--- src/issue_pkg.sv ---
/* issue stage shared types */

package issue_pkg;

    // sizes fixed by the instruction set
    localparam int NUM_ROWS  = 5;
    localparam int NUM_SROWS = 3;
    localparam int NUM_MROWS = NUM_ROWS - NUM_SROWS;
    localparam int WORD_W    = 32;
    localparam int REG_W     = 5;
    localparam int MREG_W    = 4;
    localparam int TAG_W     = 3;
    localparam int AGE_W     = 3;

    localparam logic [AGE_W-1:0] AGE_MAX = '1;

    // unit names double as row index
    typedef enum logic [2:0] {
        FU_ALU  = 3'd0,
        FU_SLS  = 3'd1,
        FU_BR   = 3'd2,
        FU_MLS  = 3'd3,
        FU_GEMM = 3'd4
    } fu_e;

    typedef enum logic [1:0] {
        ROW_EMPTY = 2'd0,
        ROW_WAIT  = 2'd1,
        ROW_RDY   = 2'd2,
        ROW_EX    = 2'd3
    } row_state_e;

    typedef enum logic [3:0] {
        OP_ADD, OP_SUB, OP_AND, OP_OR,
        OP_LW, OP_SW,
        OP_BEQ, OP_BNE,
        OP_MLD, OP_MST, OP_GEMM
    } op_e;

    // a tag holds the producer's index plus one, zero once written back
    function automatic logic [TAG_W-1:0] tag_clr(
        input logic [TAG_W-1:0] tag,
        input logic             wb_valid,
        input fu_e              wb_fu
    );
        if (wb_valid && tag == TAG_W'(wb_fu) + TAG_W'(1))
            return '0;
        return tag;
    endfunction

endpackage
--- src/issue_stage.sv ---
/* issue stage top */

`timescale 1ns/1ps

module issue_stage
    import issue_pkg::*;
(
    input  logic                CLK,
    input  logic                nRST,
    input  logic                disp_valid,
    output logic                disp_ready,
    input  fu_e                 disp_fu,
    input  op_e                 disp_op,
    input  logic [REG_W-1:0]    disp_rs1,
    input  logic [REG_W-1:0]    disp_rs2,
    input  logic [REG_W-1:0]    disp_rd,
    input  logic [WORD_W-1:0]   disp_imm,
    input  logic [TAG_W-1:0]    disp_t1,
    input  logic [TAG_W-1:0]    disp_t2,
    input  logic [TAG_W-1:0]    disp_t3,
    input  logic [MREG_W-1:0]   disp_md,
    input  logic [MREG_W-1:0]   disp_ms1,
    input  logic [MREG_W-1:0]   disp_ms2,
    input  logic [MREG_W-1:0]   disp_ms3,
    input  logic                wb_valid,
    input  fu_e                 wb_fu,
    input  logic [REG_W-1:0]    wb_reg,
    input  logic [WORD_W-1:0]   wb_data,
    input  logic [NUM_ROWS-1:0] fu_done,
    output logic                iss_valid,
    input  logic                iss_ready,
    output fu_e                 iss_fu,
    output op_e                 iss_op,
    output logic [REG_W-1:0]    iss_rd,
    output logic [WORD_W-1:0]   iss_rdat1,
    output logic [WORD_W-1:0]   iss_rdat2,
    output logic [WORD_W-1:0]   iss_imm,
    output logic [MREG_W-1:0]   iss_md,
    output logic [MREG_W-1:0]   iss_ms1,
    output logic [MREG_W-1:0]   iss_ms2,
    output logic [MREG_W-1:0]   iss_ms3
);

    logic                             scal_disp_ready, mat_disp_ready, disp_fire;
    logic [NUM_ROWS-1:0]              grant;
    logic [NUM_SROWS-1:0]             scal_req;
    logic [NUM_MROWS-1:0]             mat_req;
    logic [NUM_SROWS-1:0][AGE_W-1:0]  scal_age;
    logic [NUM_MROWS-1:0][AGE_W-1:0]  mat_age;
    op_e  [NUM_SROWS-1:0]             scal_op;
    op_e  [NUM_MROWS-1:0]             mat_op;
    logic [NUM_SROWS-1:0][REG_W-1:0]  scal_rs1, scal_rs2, scal_rd;
    logic [NUM_SROWS-1:0][WORD_W-1:0] scal_imm;
    logic [REG_W-1:0]                 mls_rs1, mls_rs2, rsel1, rsel2;
    logic [WORD_W-1:0]                mls_imm, rdat1, rdat2;
    logic [MREG_W-1:0]                gemm_md, gemm_ms1, gemm_ms2, gemm_ms3;

    // each table answers only for its own rows
    assign disp_ready = scal_disp_ready | mat_disp_ready;
    assign disp_fire  = disp_valid & disp_ready;

    fust_scalar u_fust_scalar (
        .CLK, .nRST, .disp_fire, .disp_fu, .disp_op, .disp_rs1, .disp_rs2, .disp_rd,
        .disp_imm, .disp_t1, .disp_t2, .wb_valid, .wb_fu,
        .fu_done(fu_done[NUM_SROWS-1:0]), .grant(grant[NUM_SROWS-1:0]),
        .scal_disp_ready, .row_req(scal_req), .row_age(scal_age), .row_op(scal_op),
        .row_rs1(scal_rs1), .row_rs2(scal_rs2), .row_rd(scal_rd), .row_imm(scal_imm)
    );

    fust_matrix u_fust_matrix (
        .CLK, .nRST, .disp_fire, .disp_fu, .disp_op, .disp_rs1, .disp_rs2, .disp_imm,
        .disp_t1, .disp_t2, .disp_t3, .disp_md, .disp_ms1, .disp_ms2, .disp_ms3,
        .wb_valid, .wb_fu,
        .fu_done(fu_done[NUM_ROWS-1:NUM_SROWS]), .grant(grant[NUM_ROWS-1:NUM_SROWS]),
        .mat_disp_ready, .row_req(mat_req), .row_age(mat_age), .row_op(mat_op),
        .mls_rs1, .mls_rs2, .mls_imm, .gemm_md, .gemm_ms1, .gemm_ms2, .gemm_ms3
    );

    issue_select u_issue_select (
        .CLK, .nRST, .row_req({mat_req, scal_req}), .row_age({mat_age, scal_age}),
        .scal_op, .scal_rs1, .scal_rs2, .scal_rd, .scal_imm, .mat_op,
        .mls_rs1, .mls_rs2, .mls_imm, .gemm_md, .gemm_ms1, .gemm_ms2, .gemm_ms3,
        .rdat1, .rdat2, .iss_ready, .grant, .rsel1, .rsel2,
        .iss_valid, .iss_fu, .iss_op, .iss_rd, .iss_rdat1, .iss_rdat2, .iss_imm,
        .iss_md, .iss_ms1, .iss_ms2, .iss_ms3
    );

    regfile u_regfile (
        .CLK, .nRST, .wen(wb_valid), .wsel(wb_reg), .wdata(wb_data),
        .rsel1, .rsel2, .rdat1, .rdat2
    );

endmodule

--- src/issue_select.sv ---
/* oldest-first issue selector */

`timescale 1ns/1ps

module issue_select
    import issue_pkg::*;
(
    input  logic                                CLK,
    input  logic                                nRST,
    input  logic [NUM_ROWS-1:0]                 row_req,
    input  logic [NUM_ROWS-1:0][AGE_W-1:0]      row_age,
    input  op_e  [NUM_SROWS-1:0]                scal_op,
    input  logic [NUM_SROWS-1:0][REG_W-1:0]     scal_rs1,
    input  logic [NUM_SROWS-1:0][REG_W-1:0]     scal_rs2,
    input  logic [NUM_SROWS-1:0][REG_W-1:0]     scal_rd,
    input  logic [NUM_SROWS-1:0][WORD_W-1:0]    scal_imm,
    input  op_e  [NUM_MROWS-1:0]                mat_op,
    input  logic [REG_W-1:0]                    mls_rs1,
    input  logic [REG_W-1:0]                    mls_rs2,
    input  logic [WORD_W-1:0]                   mls_imm,
    input  logic [MREG_W-1:0]                   gemm_md,
    input  logic [MREG_W-1:0]                   gemm_ms1,
    input  logic [MREG_W-1:0]                   gemm_ms2,
    input  logic [MREG_W-1:0]                   gemm_ms3,
    input  logic [WORD_W-1:0]                   rdat1,
    input  logic [WORD_W-1:0]                   rdat2,
    input  logic                                iss_ready,
    output logic [NUM_ROWS-1:0]                 grant,
    output logic [REG_W-1:0]                    rsel1,
    output logic [REG_W-1:0]                    rsel2,
    output logic                                iss_valid,
    output fu_e                                 iss_fu,
    output op_e                                 iss_op,
    output logic [REG_W-1:0]                    iss_rd,
    output logic [WORD_W-1:0]                   iss_rdat1,
    output logic [WORD_W-1:0]                   iss_rdat2,
    output logic [WORD_W-1:0]                   iss_imm,
    output logic [MREG_W-1:0]                   iss_md,
    output logic [MREG_W-1:0]                   iss_ms1,
    output logic [MREG_W-1:0]                   iss_ms2,
    output logic [MREG_W-1:0]                   iss_ms3
);

    logic             found;
    logic [2:0]       best;
    logic [AGE_W-1:0] best_age;
    logic             take;
    fu_e              best_fu;
    op_e              sel_op;
    logic [REG_W-1:0] sel_rd;
    logic [WORD_W-1:0] sel_imm;

    // strict compare keeps the lower index on a tie
    always_comb begin
        found    = 1'b0;
        best     = '0;
        best_age = '0;
        for (int i = 0; i < NUM_ROWS; i++) begin
            if (row_req[i] && (!found || row_age[i] > best_age)) begin
                found    = 1'b1;
                best     = 3'(i);
                best_age = row_age[i];
            end
        end
    end

    // no grant while a stalled packet sits in the register
    assign take    = found && (!iss_valid || iss_ready);
    assign best_fu = fu_e'(best);

    always_comb begin
        grant = '0;
        if (take)
            grant[best] = 1'b1;
    end

    always_comb begin
        rsel1   = '0;
        rsel2   = '0;
        sel_rd  = '0;
        sel_imm = '0;
        sel_op  = mat_op[1];
        case (best_fu)
            FU_MLS: begin
                rsel1   = mls_rs1;
                rsel2   = mls_rs2;
                sel_imm = mls_imm;
                sel_op  = mat_op[0];
            end
            FU_GEMM: ;
            default: begin
                rsel1   = scal_rs1[best[1:0]];
                rsel2   = scal_rs2[best[1:0]];
                sel_rd  = scal_rd[best[1:0]];
                sel_imm = scal_imm[best[1:0]];
                sel_op  = scal_op[best[1:0]];
            end
        endcase
    end

    always_ff @(posedge CLK, negedge nRST) begin
        if (!nRST)
            iss_valid <= 1'b0;
        else if (take)
            iss_valid <= 1'b1;
        else if (iss_ready)
            iss_valid <= 1'b0;
    end

    // gemm carries matrix fields only, scalar data goes out as zero
    always_ff @(posedge CLK) begin
        if (take) begin
            iss_fu    <= best_fu;
            iss_op    <= sel_op;
            iss_rd    <= sel_rd;
            iss_rdat1 <= (best_fu == FU_GEMM) ? '0 : rdat1;
            iss_rdat2 <= (best_fu == FU_GEMM) ? '0 : rdat2;
            iss_imm   <= sel_imm;
            iss_md    <= (best_fu == FU_GEMM) ? gemm_md  : '0;
            iss_ms1   <= (best_fu == FU_GEMM) ? gemm_ms1 : '0;
            iss_ms2   <= (best_fu == FU_GEMM) ? gemm_ms2 : '0;
            iss_ms3   <= (best_fu == FU_GEMM) ? gemm_ms3 : '0;
        end
    end

endmodule

--- src/fust_matrix.sv ---
/* matrix function unit status table */

`timescale 1ns/1ps

module fust_matrix
    import issue_pkg::*;
(
    input  logic                            CLK,
    input  logic                            nRST,
    input  logic                            disp_fire,
    input  fu_e                             disp_fu,
    input  op_e                             disp_op,
    input  logic [REG_W-1:0]                disp_rs1,
    input  logic [REG_W-1:0]                disp_rs2,
    input  logic [WORD_W-1:0]               disp_imm,
    input  logic [TAG_W-1:0]                disp_t1,
    input  logic [TAG_W-1:0]                disp_t2,
    input  logic [TAG_W-1:0]                disp_t3,
    input  logic [MREG_W-1:0]               disp_md,
    input  logic [MREG_W-1:0]               disp_ms1,
    input  logic [MREG_W-1:0]               disp_ms2,
    input  logic [MREG_W-1:0]               disp_ms3,
    input  logic                            wb_valid,
    input  fu_e                             wb_fu,
    input  logic [NUM_MROWS-1:0]            fu_done,
    input  logic [NUM_MROWS-1:0]            grant,
    output logic                            mat_disp_ready,
    output logic [NUM_MROWS-1:0]            row_req,
    output logic [NUM_MROWS-1:0][AGE_W-1:0] row_age,
    output op_e  [NUM_MROWS-1:0]            row_op,
    output logic [REG_W-1:0]                mls_rs1,
    output logic [REG_W-1:0]                mls_rs2,
    output logic [WORD_W-1:0]               mls_imm,
    output logic [MREG_W-1:0]               gemm_md,
    output logic [MREG_W-1:0]               gemm_ms1,
    output logic [MREG_W-1:0]               gemm_ms2,
    output logic [MREG_W-1:0]               gemm_ms3
);

    // row 0 is matrix load/store, row 1 is gemm
    row_state_e [NUM_MROWS-1:0]                 state;
    logic       [NUM_MROWS-1:0][2:0][TAG_W-1:0] tag;
    logic       [NUM_MROWS-1:0]                 accept;

    always_comb begin
        for (int i = 0; i < NUM_MROWS; i++) begin
            accept[i]  = disp_fire && disp_fu == fu_e'(NUM_SROWS + i);
            row_req[i] = state[i] == ROW_RDY;
        end
    end

    assign mat_disp_ready = (disp_fu == FU_MLS || disp_fu == FU_GEMM) &&
                            state[disp_fu == FU_GEMM] == ROW_EMPTY;

    always_ff @(posedge CLK, negedge nRST) begin
        if (!nRST) begin
            for (int i = 0; i < NUM_MROWS; i++) begin
                state[i]   <= ROW_EMPTY;
                tag[i]     <= '0;
                row_age[i] <= '0;
            end
        end else begin
            for (int i = 0; i < NUM_MROWS; i++) begin
                for (int k = 0; k < 3; k++) begin
                    tag[i][k] <= tag_clr(tag[i][k], wb_valid, wb_fu);
                end
                if (disp_fire && state[i] != ROW_EMPTY && state[i] != ROW_EX &&
                        row_age[i] != AGE_MAX)
                    row_age[i] <= row_age[i] + AGE_W'(1);
                case (state[i])
                    ROW_EMPTY: begin
                        if (accept[i]) begin
                            state[i]     <= ROW_WAIT;
                            tag[i][0]    <= tag_clr(disp_t1, wb_valid, wb_fu);
                            tag[i][1]    <= tag_clr(disp_t2, wb_valid, wb_fu);
                            // load/store has no third operand
                            tag[i][2]    <= (i == 0) ? '0 : tag_clr(disp_t3, wb_valid, wb_fu);
                            row_age[i]   <= AGE_W'(1);
                        end
                    end
                    ROW_WAIT: begin
                        if (tag[i] == '0)
                            state[i] <= ROW_RDY;
                    end
                    ROW_RDY: begin
                        if (grant[i]) begin
                            state[i]   <= ROW_EX;
                            row_age[i] <= '0;
                        end
                    end
                    ROW_EX: begin
                        if (fu_done[i])
                            state[i] <= ROW_EMPTY;
                    end
                    default: state[i] <= ROW_EMPTY;
                endcase
            end
        end
    end

    always_ff @(posedge CLK) begin
        for (int i = 0; i < NUM_MROWS; i++) begin
            if (accept[i] && state[i] == ROW_EMPTY)
                row_op[i] <= disp_op;
        end
        if (accept[0] && state[0] == ROW_EMPTY) begin
            mls_rs1 <= disp_rs1;
            mls_rs2 <= disp_rs2;
            mls_imm <= disp_imm;
        end
        if (accept[1] && state[1] == ROW_EMPTY) begin
            gemm_md  <= disp_md;
            gemm_ms1 <= disp_ms1;
            gemm_ms2 <= disp_ms2;
            gemm_ms3 <= disp_ms3;
        end
    end

endmodule

--- src/fust_scalar.sv ---
/* scalar function unit status table */

`timescale 1ns/1ps

module fust_scalar
    import issue_pkg::*;
(
    input  logic                                CLK,
    input  logic                                nRST,
    input  logic                                disp_fire,
    input  fu_e                                 disp_fu,
    input  op_e                                 disp_op,
    input  logic [REG_W-1:0]                    disp_rs1,
    input  logic [REG_W-1:0]                    disp_rs2,
    input  logic [REG_W-1:0]                    disp_rd,
    input  logic [WORD_W-1:0]                   disp_imm,
    input  logic [TAG_W-1:0]                    disp_t1,
    input  logic [TAG_W-1:0]                    disp_t2,
    input  logic                                wb_valid,
    input  fu_e                                 wb_fu,
    input  logic [NUM_SROWS-1:0]                fu_done,
    input  logic [NUM_SROWS-1:0]                grant,
    output logic                                scal_disp_ready,
    output logic [NUM_SROWS-1:0]                row_req,
    output logic [NUM_SROWS-1:0][AGE_W-1:0]     row_age,
    output op_e  [NUM_SROWS-1:0]                row_op,
    output logic [NUM_SROWS-1:0][REG_W-1:0]     row_rs1,
    output logic [NUM_SROWS-1:0][REG_W-1:0]     row_rs2,
    output logic [NUM_SROWS-1:0][REG_W-1:0]     row_rd,
    output logic [NUM_SROWS-1:0][WORD_W-1:0]    row_imm
);

    row_state_e [NUM_SROWS-1:0]             state;
    logic       [NUM_SROWS-1:0][TAG_W-1:0]  t1;
    logic       [NUM_SROWS-1:0][TAG_W-1:0]  t2;
    logic       [NUM_SROWS-1:0]             accept;

    always_comb begin
        for (int i = 0; i < NUM_SROWS; i++) begin
            accept[i]  = disp_fire && disp_fu == fu_e'(i);
            row_req[i] = state[i] == ROW_RDY;
        end
    end

    // the index is only looked at once disp_fu is known to be scalar
    assign scal_disp_ready = (disp_fu < FU_MLS) && state[disp_fu[1:0]] == ROW_EMPTY;

    always_ff @(posedge CLK, negedge nRST) begin
        if (!nRST) begin
            for (int i = 0; i < NUM_SROWS; i++) begin
                state[i]   <= ROW_EMPTY;
                t1[i]      <= '0;
                t2[i]      <= '0;
                row_age[i] <= '0;
            end
        end else begin
            for (int i = 0; i < NUM_SROWS; i++) begin
                t1[i] <= tag_clr(t1[i], wb_valid, wb_fu);
                t2[i] <= tag_clr(t2[i], wb_valid, wb_fu);
                if (disp_fire && state[i] != ROW_EMPTY && state[i] != ROW_EX &&
                        row_age[i] != AGE_MAX)
                    row_age[i] <= row_age[i] + AGE_W'(1);
                case (state[i])
                    ROW_EMPTY: begin
                        if (accept[i]) begin
                            state[i]   <= ROW_WAIT;
                            t1[i]      <= tag_clr(disp_t1, wb_valid, wb_fu);
                            t2[i]      <= tag_clr(disp_t2, wb_valid, wb_fu);
                            row_age[i] <= AGE_W'(1);
                        end
                    end
                    ROW_WAIT: begin
                        if (t1[i] == '0 && t2[i] == '0)
                            state[i] <= ROW_RDY;
                    end
                    ROW_RDY: begin
                        if (grant[i]) begin
                            state[i]   <= ROW_EX;
                            row_age[i] <= '0;
                        end
                    end
                    ROW_EX: begin
                        if (fu_done[i])
                            state[i] <= ROW_EMPTY;
                    end
                    default: state[i] <= ROW_EMPTY;
                endcase
            end
        end
    end

    // operand fields, loaded on accept
    always_ff @(posedge CLK) begin
        for (int i = 0; i < NUM_SROWS; i++) begin
            if (accept[i] && state[i] == ROW_EMPTY) begin
                row_op[i]  <= disp_op;
                row_rs1[i] <= disp_rs1;
                row_rs2[i] <= disp_rs2;
                row_rd[i]  <= disp_rd;
                row_imm[i] <= disp_imm;
            end
        end
    end

endmodule

--- src/regfile.sv ---
/* scalar register file */

`timescale 1ns/1ps

module regfile
    import issue_pkg::*;
(
    input  logic              CLK,
    input  logic              nRST,
    input  logic              wen,
    input  logic [REG_W-1:0]  wsel,
    input  logic [WORD_W-1:0] wdata,
    input  logic [REG_W-1:0]  rsel1,
    input  logic [REG_W-1:0]  rsel2,
    output logic [WORD_W-1:0] rdat1,
    output logic [WORD_W-1:0] rdat2
);

    logic [WORD_W-1:0] regs [2**REG_W];

    always_ff @(posedge CLK, negedge nRST) begin
        if (!nRST) begin
            for (int i = 0; i < 2**REG_W; i++) begin
                regs[i] <= '0;
            end
        end else if (wen && wsel != '0) begin
            // r0 is never written, so it keeps reading zero
            regs[wsel] <= wdata;
        end
    end

    // no bypass: a write is seen on the cycle after
    assign rdat1 = regs[rsel1];
    assign rdat2 = regs[rsel2];

endmodule

--- config.mk ---
export PLATFORM = sky130hd
export DESIGN_NAME = issue_stage
export DESIGN_NICKNAME = d
export VERILOG_FILES = /design/src/issue_pkg.sv /design/src/issue_stage.sv /design/src/issue_select.sv /design/src/fust_matrix.sv /design/src/fust_scalar.sv /design/src/regfile.sv
export SDC_FILE = /design/constraint.sdc
export NUM_CORES = 2
export LEC_CHECK = 0
export ABC_AREA = 1
export BUFFER_PORTS_ARGS = -buffer_cell sky130_fd_sc_hd__buf_4
export CAP_MARGIN = 20
export CELL_PAD_IN_SITES_DETAIL_PLACEMENT = 1
export CELL_PAD_IN_SITES_GLOBAL_PLACEMENT = 1
export CORE_UTILIZATION = 30
export DETAILED_ROUTE_END_ITERATION = 10
export PLACE_DENSITY = 0.58
export SYNTH_ARGS = -nofsm -noshare
export SYNTH_HDL_FRONTEND = slang
export SYNTH_SLANG_ARGS = --single-unit
--- constraint.sdc ---
create_clock -name CLK -period 7.85 [get_ports CLK]
set_input_delay 0.785 -clock CLK [delete_from_list [all_inputs] [get_ports CLK]]
set_output_delay 0.785 -clock CLK [all_outputs]
set_load 0.05 [all_outputs]
### Word-level counts from Yosys, hierarchy flattened

Cells that the tools add are included.

* bitwise operators: 5
* add/subtract/negate cells: 6
* order comparisons: 14
* multiplexer cells: 181
* reductions and logical operators: 93
* equal/unequal tests: 66

Operators by type and width (count)
* $bwmux W1024: 1
* $bmux W32 S5: 2
* $mux W3: 70
* $mux W32: 6
* $demux W32 S5: 1
* $bmux W32 S2: 1
* $pmux W32 S2: 1
* $logic_and A1 B1 Y1: 53
* $mux W2: 25
* $mux W1: 46
* $eq A3 B3 Y1: 15
* $pmux W2 S4: 5
* $mux W9: 4
* $bmux W5 S2: 3
* $ne A2 B2 Y1 const B: 15
* $pmux W3 S2: 5
* $logic_not A3 Y1: 7
* $eq A2 B2 Y1 const B: 10
* $mux W5: 4
* $ne A2 B1 Y1 const B: 10
* $pmux W5 S2: 2
* $reduce_and A4 Y1: 5
* $add A3 B1 Y3 const B: 6
* $ge A6 B6 Y1 const B: 3
* 27 further kinds: 65

* output and inout port bits: 126
* register bits: 1429

### Logic depth before layout (Yosys ltp)

* word-level depth: 25
* mapped depth: 52
* depth with buffers taken out: 48

### Cells and area by module

Synthesis repeated with hierarchy kept, for this count alone.

* cell total of the unflattened synthesis: 10076
* area total of the unflattened synthesis: 74442.6 um^2

Modules (own cells, without submodules)
* regfile: area each 56110.1 um^2, instances 1, cells each 8270
* issue_select: area each 7205.7 um^2, instances 1, cells each 935
* fust_scalar: area each 7103.1 um^2, instances 1, cells each 506
* fust_matrix: area each 4006.3 um^2, instances 1, cells each 361
* issue_stage: area each 17.5 um^2, instances 1, cells each 4

### Worst setup path after synthesis

Ideal clock, no wire load.

* path type: register to register
* start: register u_fust_scalar.state[0] in the netlist's numbering
* end: register u_issue_select.iss_rdat1[13] (data pin)
* cell stages (with the launch flop): 47
* required time: 7597 ps
* setup slack: 1763 ps
* data arrival time: 5834 ps
* cell sequence: dfrtp_1 > inv_1 > ha_1 > buf_6 > nand2_1 > ha_1 > nand3_1 > nand2_1 > nand2_1 > a21oi_2 > inv_1 > o21ai_0 > ha_1 > a21oi_1 > nand2_1 > nand2_1 > nand2_2 > nand2_4 > (+11 left out) > a21oi_1 > o21ai_1 > nand2_1 > nand2_1 > nand2_4 > buf_6 > o21ai_0 > inv_2 > buf_4 > buf_2 > clkbuf_1 > nand3_1 > nand3_1 > nand3_1 > nand3_1 > nand2_1 > nor2_1 > nor2_1

* word-level cells in the longest chain between the ends: 25
* elaborated cells on any way between the ends: 38

RTL lines
* start: declaration: line fust_scalar.sv:33 `row_state_e [NUM_SROWS-1:0] state;`
* start signal: indexed assignment: line fust_scalar.sv:51 `state[i] <= ROW_EMPTY;`
* start signal: indexed assignment: line fust_scalar.sv:66 `state[i] <= ROW_WAIT;`
* start signal: indexed assignment: line fust_scalar.sv:74 `state[i] <= ROW_RDY;`
* $eq A2 B2 Y1 (*): line fust_scalar.sv:41 `row_req[i] = state[i] == ROW_RDY;`
* $mux W3 / $mux W1 (equally long branches): line issue_select.sv:59 `if (row_req[i] && (!found || row_age[i] > best_age)) begin`
* $gt A3 B3 Y1 / $logic_not A1 Y1 (equally long branches): line issue_select.sv:59
* $logic_or A1 B1 Y1: line issue_select.sv:59
* $logic_and A1 B1 Y1: line issue_select.sv:59
* $mux W3 / $mux W1 (equally long branches): line issue_select.sv:59
* $gt A3 B3 Y1 / $logic_not A1 Y1 (equally long branches): line issue_select.sv:59
* $logic_or A1 B1 Y1: line issue_select.sv:59
* (+8 left out)
* $logic_and A1 B1 Y1: line issue_select.sv:59
* $mux W3 (*): line issue_select.sv:59
* $bmux W5 S2: line issue_select.sv:92 `rsel1 = scal_rs1[best[1:0]];`
* $mux W5 (not written as such): line issue_select.sv:92
* $pmux W5 S2: line issue_select.sv:83 `case (best_fu)`
* $not A5 Y6 (not written as such): line regfile.sv:33 `assign rdat1 = regs[rsel1];`
* $bmux W32 S5: line regfile.sv:33
* $mux W32 (not written as such) (2 in series): line regfile.sv:33
* end signal: assignment: line issue_select.sv:116 `iss_rdat1 <= (best_fu == FU_GEMM) ? '0 : rdat1;`
* end: declaration: line issue_select.sv:35 `output logic [WORD_W-1:0] iss_rdat1,`

Every way passes the cells marked *; elsewhere a longest branch is shown, timed or not. The select of a mux whose other input is x is not followed.
A chain may end at the register's enable or synchronous reset.

### Worst setup path in the final report

* start: register u_fust_scalar.state[0] in the netlist's numbering
* end: register u_issue_select.iss_rdat1[5] (data pin)

The elaborated chain is that of the path after synthesis.

==> results by group <==
Yosys
  • Avg Cell Area, Syn: between 7 and 8 um2
  • Number of synthesized flops with an enable pin: 343
  • Cells after Synth: 10.43k
  • Yosys cell types: 52
  • Synth Net Count: roughly 11k
  • #FFs+latches synth: about 1.4k
  • Synth Warn #: 0
  • Seq/Total Area, Yosys: 0.4807
  • Async set or reset register ratio after synthesis: 0.7600
  • Netlist Area Pre-Place: between 0.07 and 0.08 mm2
  • Top FF cell, synth: dfrtp_1

GRT
  • GRT Overall Usage: 0.2622
  • Gr busiest metal: met2
  • Met1 Use GR: 0.3480
  • Grt total ovfl: 0
  • M2 GR Usage: 0.4320
  • Largest net degree at the start of global routing: around 150
  • Met3 Track Usage GR: 0.04164
  • Vias in the first global route: roughly 77k
  • Initial antenna violation count: 12
  • First-pass GRT wire length: 520300 um

Layout
  • Post-layout util: 0.3489
  • Layout cells sized above 1: 0.08280
  • Nets: 10.37k
  • Area of the multi-input gates: between 0.03 and 0.04 mm2
  • Fillers: 30.80k
  • Area added between synthesis and finish: 15.28%
  • FF+latch area: about 0.037 mm2

CTS
  • Num CTS Buffers: between 150 and 200
  • TritonCTS clock tree: yes
  • Clock Pin Slew Worst Setup and Hold Paths: 0.06 ns
  • Root buffer cell: clkbuf_16
  • Clock Sinks: between 1k and 1.5k
  • H-tree levels: 4
  • Maximum clock path buffer count: 3
  • Clk Latency, worst-skew pair: roughly 0.87 ns

STA
  • Setup_tns: 0 ns
  • Slew margin rel.: 0.2611
  • Final worst slack: 0.5708 ns
  • Tcrit/Tclk final: 0.9273
  • Clk_skew: ~0.05 ns
  • Fin crit period: between 7 and 8 ns
  • Setup violations, final: 0
  • Worst slew pin tran: roughly 1.1 ns
  • Fmax: roughly 140 MHz
  • RSZ-0062 raised after global routing: no
  • Slew Viols, Final: 0
  • Final Hold Fails: 0

Placed design
  • Post-DP HPWL: slightly below 200000 um
  • Pre-CTS setup slack: ~0.13 ns
  • Port bufs: 254
  • Final estimated routing congestion in global placement: about 0.81

Routing
  • DRC Markers: 0
  • Vias per inst: about 5.4
  • DRT antenna net count: 0
  • First-pass detailed-route iteration total: 5
  • Initial DRC Count: 6129
  • Via count: between 70k and 80k
  • Routed wire per std cell: between 20 and 30 um
  • Drt total wl: around 350000 um

Flow run
  • Max Cap Viol: 0

Setup path
  • Critical Path Fanout Max: 35
  • Worst r2r src: u_fust_scalar.state[0]$_DFFE_PN0P_
  • CP max stage delay: between 0.4 and 0.5 ns
  • CP startpoint kind: flip-flop
  • Crit end category: flip-flop
  • Critical path type: flip-flop to flip-flop
  • Crit-path slowest cell: dfrtp_1
  • WP data required: ~8.5 ns
  • CP dominant cell by count: nand2_1
  • Critical path data arrival time: around 7.9 ns
  • Crit. Startpoint: u_fust_scalar.state[0]$_DFFE_PN0P_

Outcome
  • Outcome: finished, final reports clean

Floorplan
  • Core area: 0.2576 mm2
  • Num rows: ~190
  • Die ar.: approximately 0.26 mm2
  • I/O pin count: ~260
  • Die W: ~510 um
  • Initial core utilization: 0.3026
  • Die Y: 511.8 um

Worst hold path
  • Hold Crit Start: disp_ms2[1]
  • Hold Crit Class: input pin to flip-flop
-- cell usage after synthesis (all sizes together), types with 4 or more instances --
cell,instances,share of area
a2111oi,4,0.00045
a21oi,30,0.0021
a221oi,4,0.00045
a22o,32,0.0036
a22oi,7,0.00067
buf,381,0.025
clkbuf,522,0.025
clkinv,4,0.00019
dfrtp,1086,0.35
edfxtp,343,0.13
ha,44,0.0071
inv,1182,0.057
mux2i,6,0.00077
nand2,2442,0.12
nand3,2781,0.18
nand3b,5,0.00048
nand4,7,0.00064
nor2,254,0.012
nor3,19,0.0012
nor4,6,0.00048
o2111ai,5,0.00056
o211ai,7,0.00067
o21ai,1200,0.077
o31ai,4,0.00039
xnor2,12,0.0013
xor2,19,0.0021
-- final cells by class --
class,count,area share
Tap cell,3384,0.04711
Clock inverter,71,0.01233
Inverter,1186,0.05017
Clock buffer,250,0.05541
Timing Repair Buffer,491,0.05506
Antenna cell,9,0.0002506
Sequential cell,1429,0.4170
Multi-Input combinational cell,6911,0.3627
-- state kept, by name (all words and copies together) (netlist names), 12 cells and up --
register	cells
u_fust_scalar.row_rd	15
u_fust_scalar.row_rs1	15
u_fust_matrix.mls_imm	32
u_fust_scalar.row_imm	96
u_issue_select.iss_imm	32
u_fust_scalar.row_op	12
u_issue_select.iss_rdat1	32
u_issue_select.iss_rdat2	32
u_fust_scalar.row_rs2	15
u_fust_matrix.tag	18
u_regfile.regs	1024
-- kinds of logic after synthesis --
group	synth area share
and+or+nand+nor	0.3131
buffers and inverters	0.1076
DFF	0.4807
AOI/OAI and AO/OA	0.08732
adders and majority gates	0.007061
xor gates and xnor gates	0.003483
muxes	0.0007704
-- repair_timing --
action / 4_1_cts / 5_1_grt
gates resized for setup: 0 / 44
hold endpoints to repair: 54 / 0
hold buffers: 1 / 0
setup endpoints to repair: 0 / 62
setup buffers: 0 / 14
-- worst max-delay path: cells and delay by family (launching register included) --
| family | cells | cell delay, ns |
|---|---|---|
| fa+ha+maj | 5 | 1.50 |
| compound gates | 8 | 0.96 |
| simple gates | 29 | 3.11 |
| buf+inv | 5 | 0.91 |
| flops | 1 | 0.41 |
-- final timing paths --
check	to	slack, ns	cells past startpoint
hold reg to reg	u_regfile.regs[1023]$_DFFE_PN0P_	0.38	0
max in group asynchronous	u_regfile.regs[472]$_DFFE_PN0P_	5.46	4
setup reg to reg	u_issue_select.iss_rdat1[5]$_SDFFCE_PN0P_	0.57	47
setup / recovery	u_issue_select.iss_rdat1[5]$_SDFFCE_PN0P_	0.57	47
min in group asynchronous	u_regfile.regs[392]$_DFFE_PN0P_	0.55	2
hold / removal	u_fust_matrix.gemm_ms2[1]$_DFFE_PP_	0.1	1
-- metal layers --
metal,part of all wire,vias up
met1,0.44,37949
met2,0.46,2212
met3,0.059,600
met5,0.00019,-
met4,0.035,10
li1,-,33669
-- layout by cell type, fill, tap and decap left out, drive strengths merged, types with 19 or more instances in the layout --
cell type,count
xor2,19
buf,486
edfxtp,343
a21oi,30
clkinv,47
clkbuf,254
inv,1186
dfrtp,1086
nand3,2781
o21ai,1200
nor3,19
ha,44
a22o,32
nand2,2445
bufinv,19
nor2,254
-- per-stage QoR --
stage	cell area [um2]	hold slack, ns	cells
3_5_place_dp	83320	0.3669	13378
4_1_cts	89420	0.02535	13700
6_report	89870	0.09518	13731
5_1_grt	89860	0.05103	13724
3_3_place_gp	83310	0.3646	13376
2_1_floorplan	77960	0.4290	10426
Power is left out: the tool's default activity adds up to more than one toggle a clock period on the data nets, which glitch-free logic cannot reach.
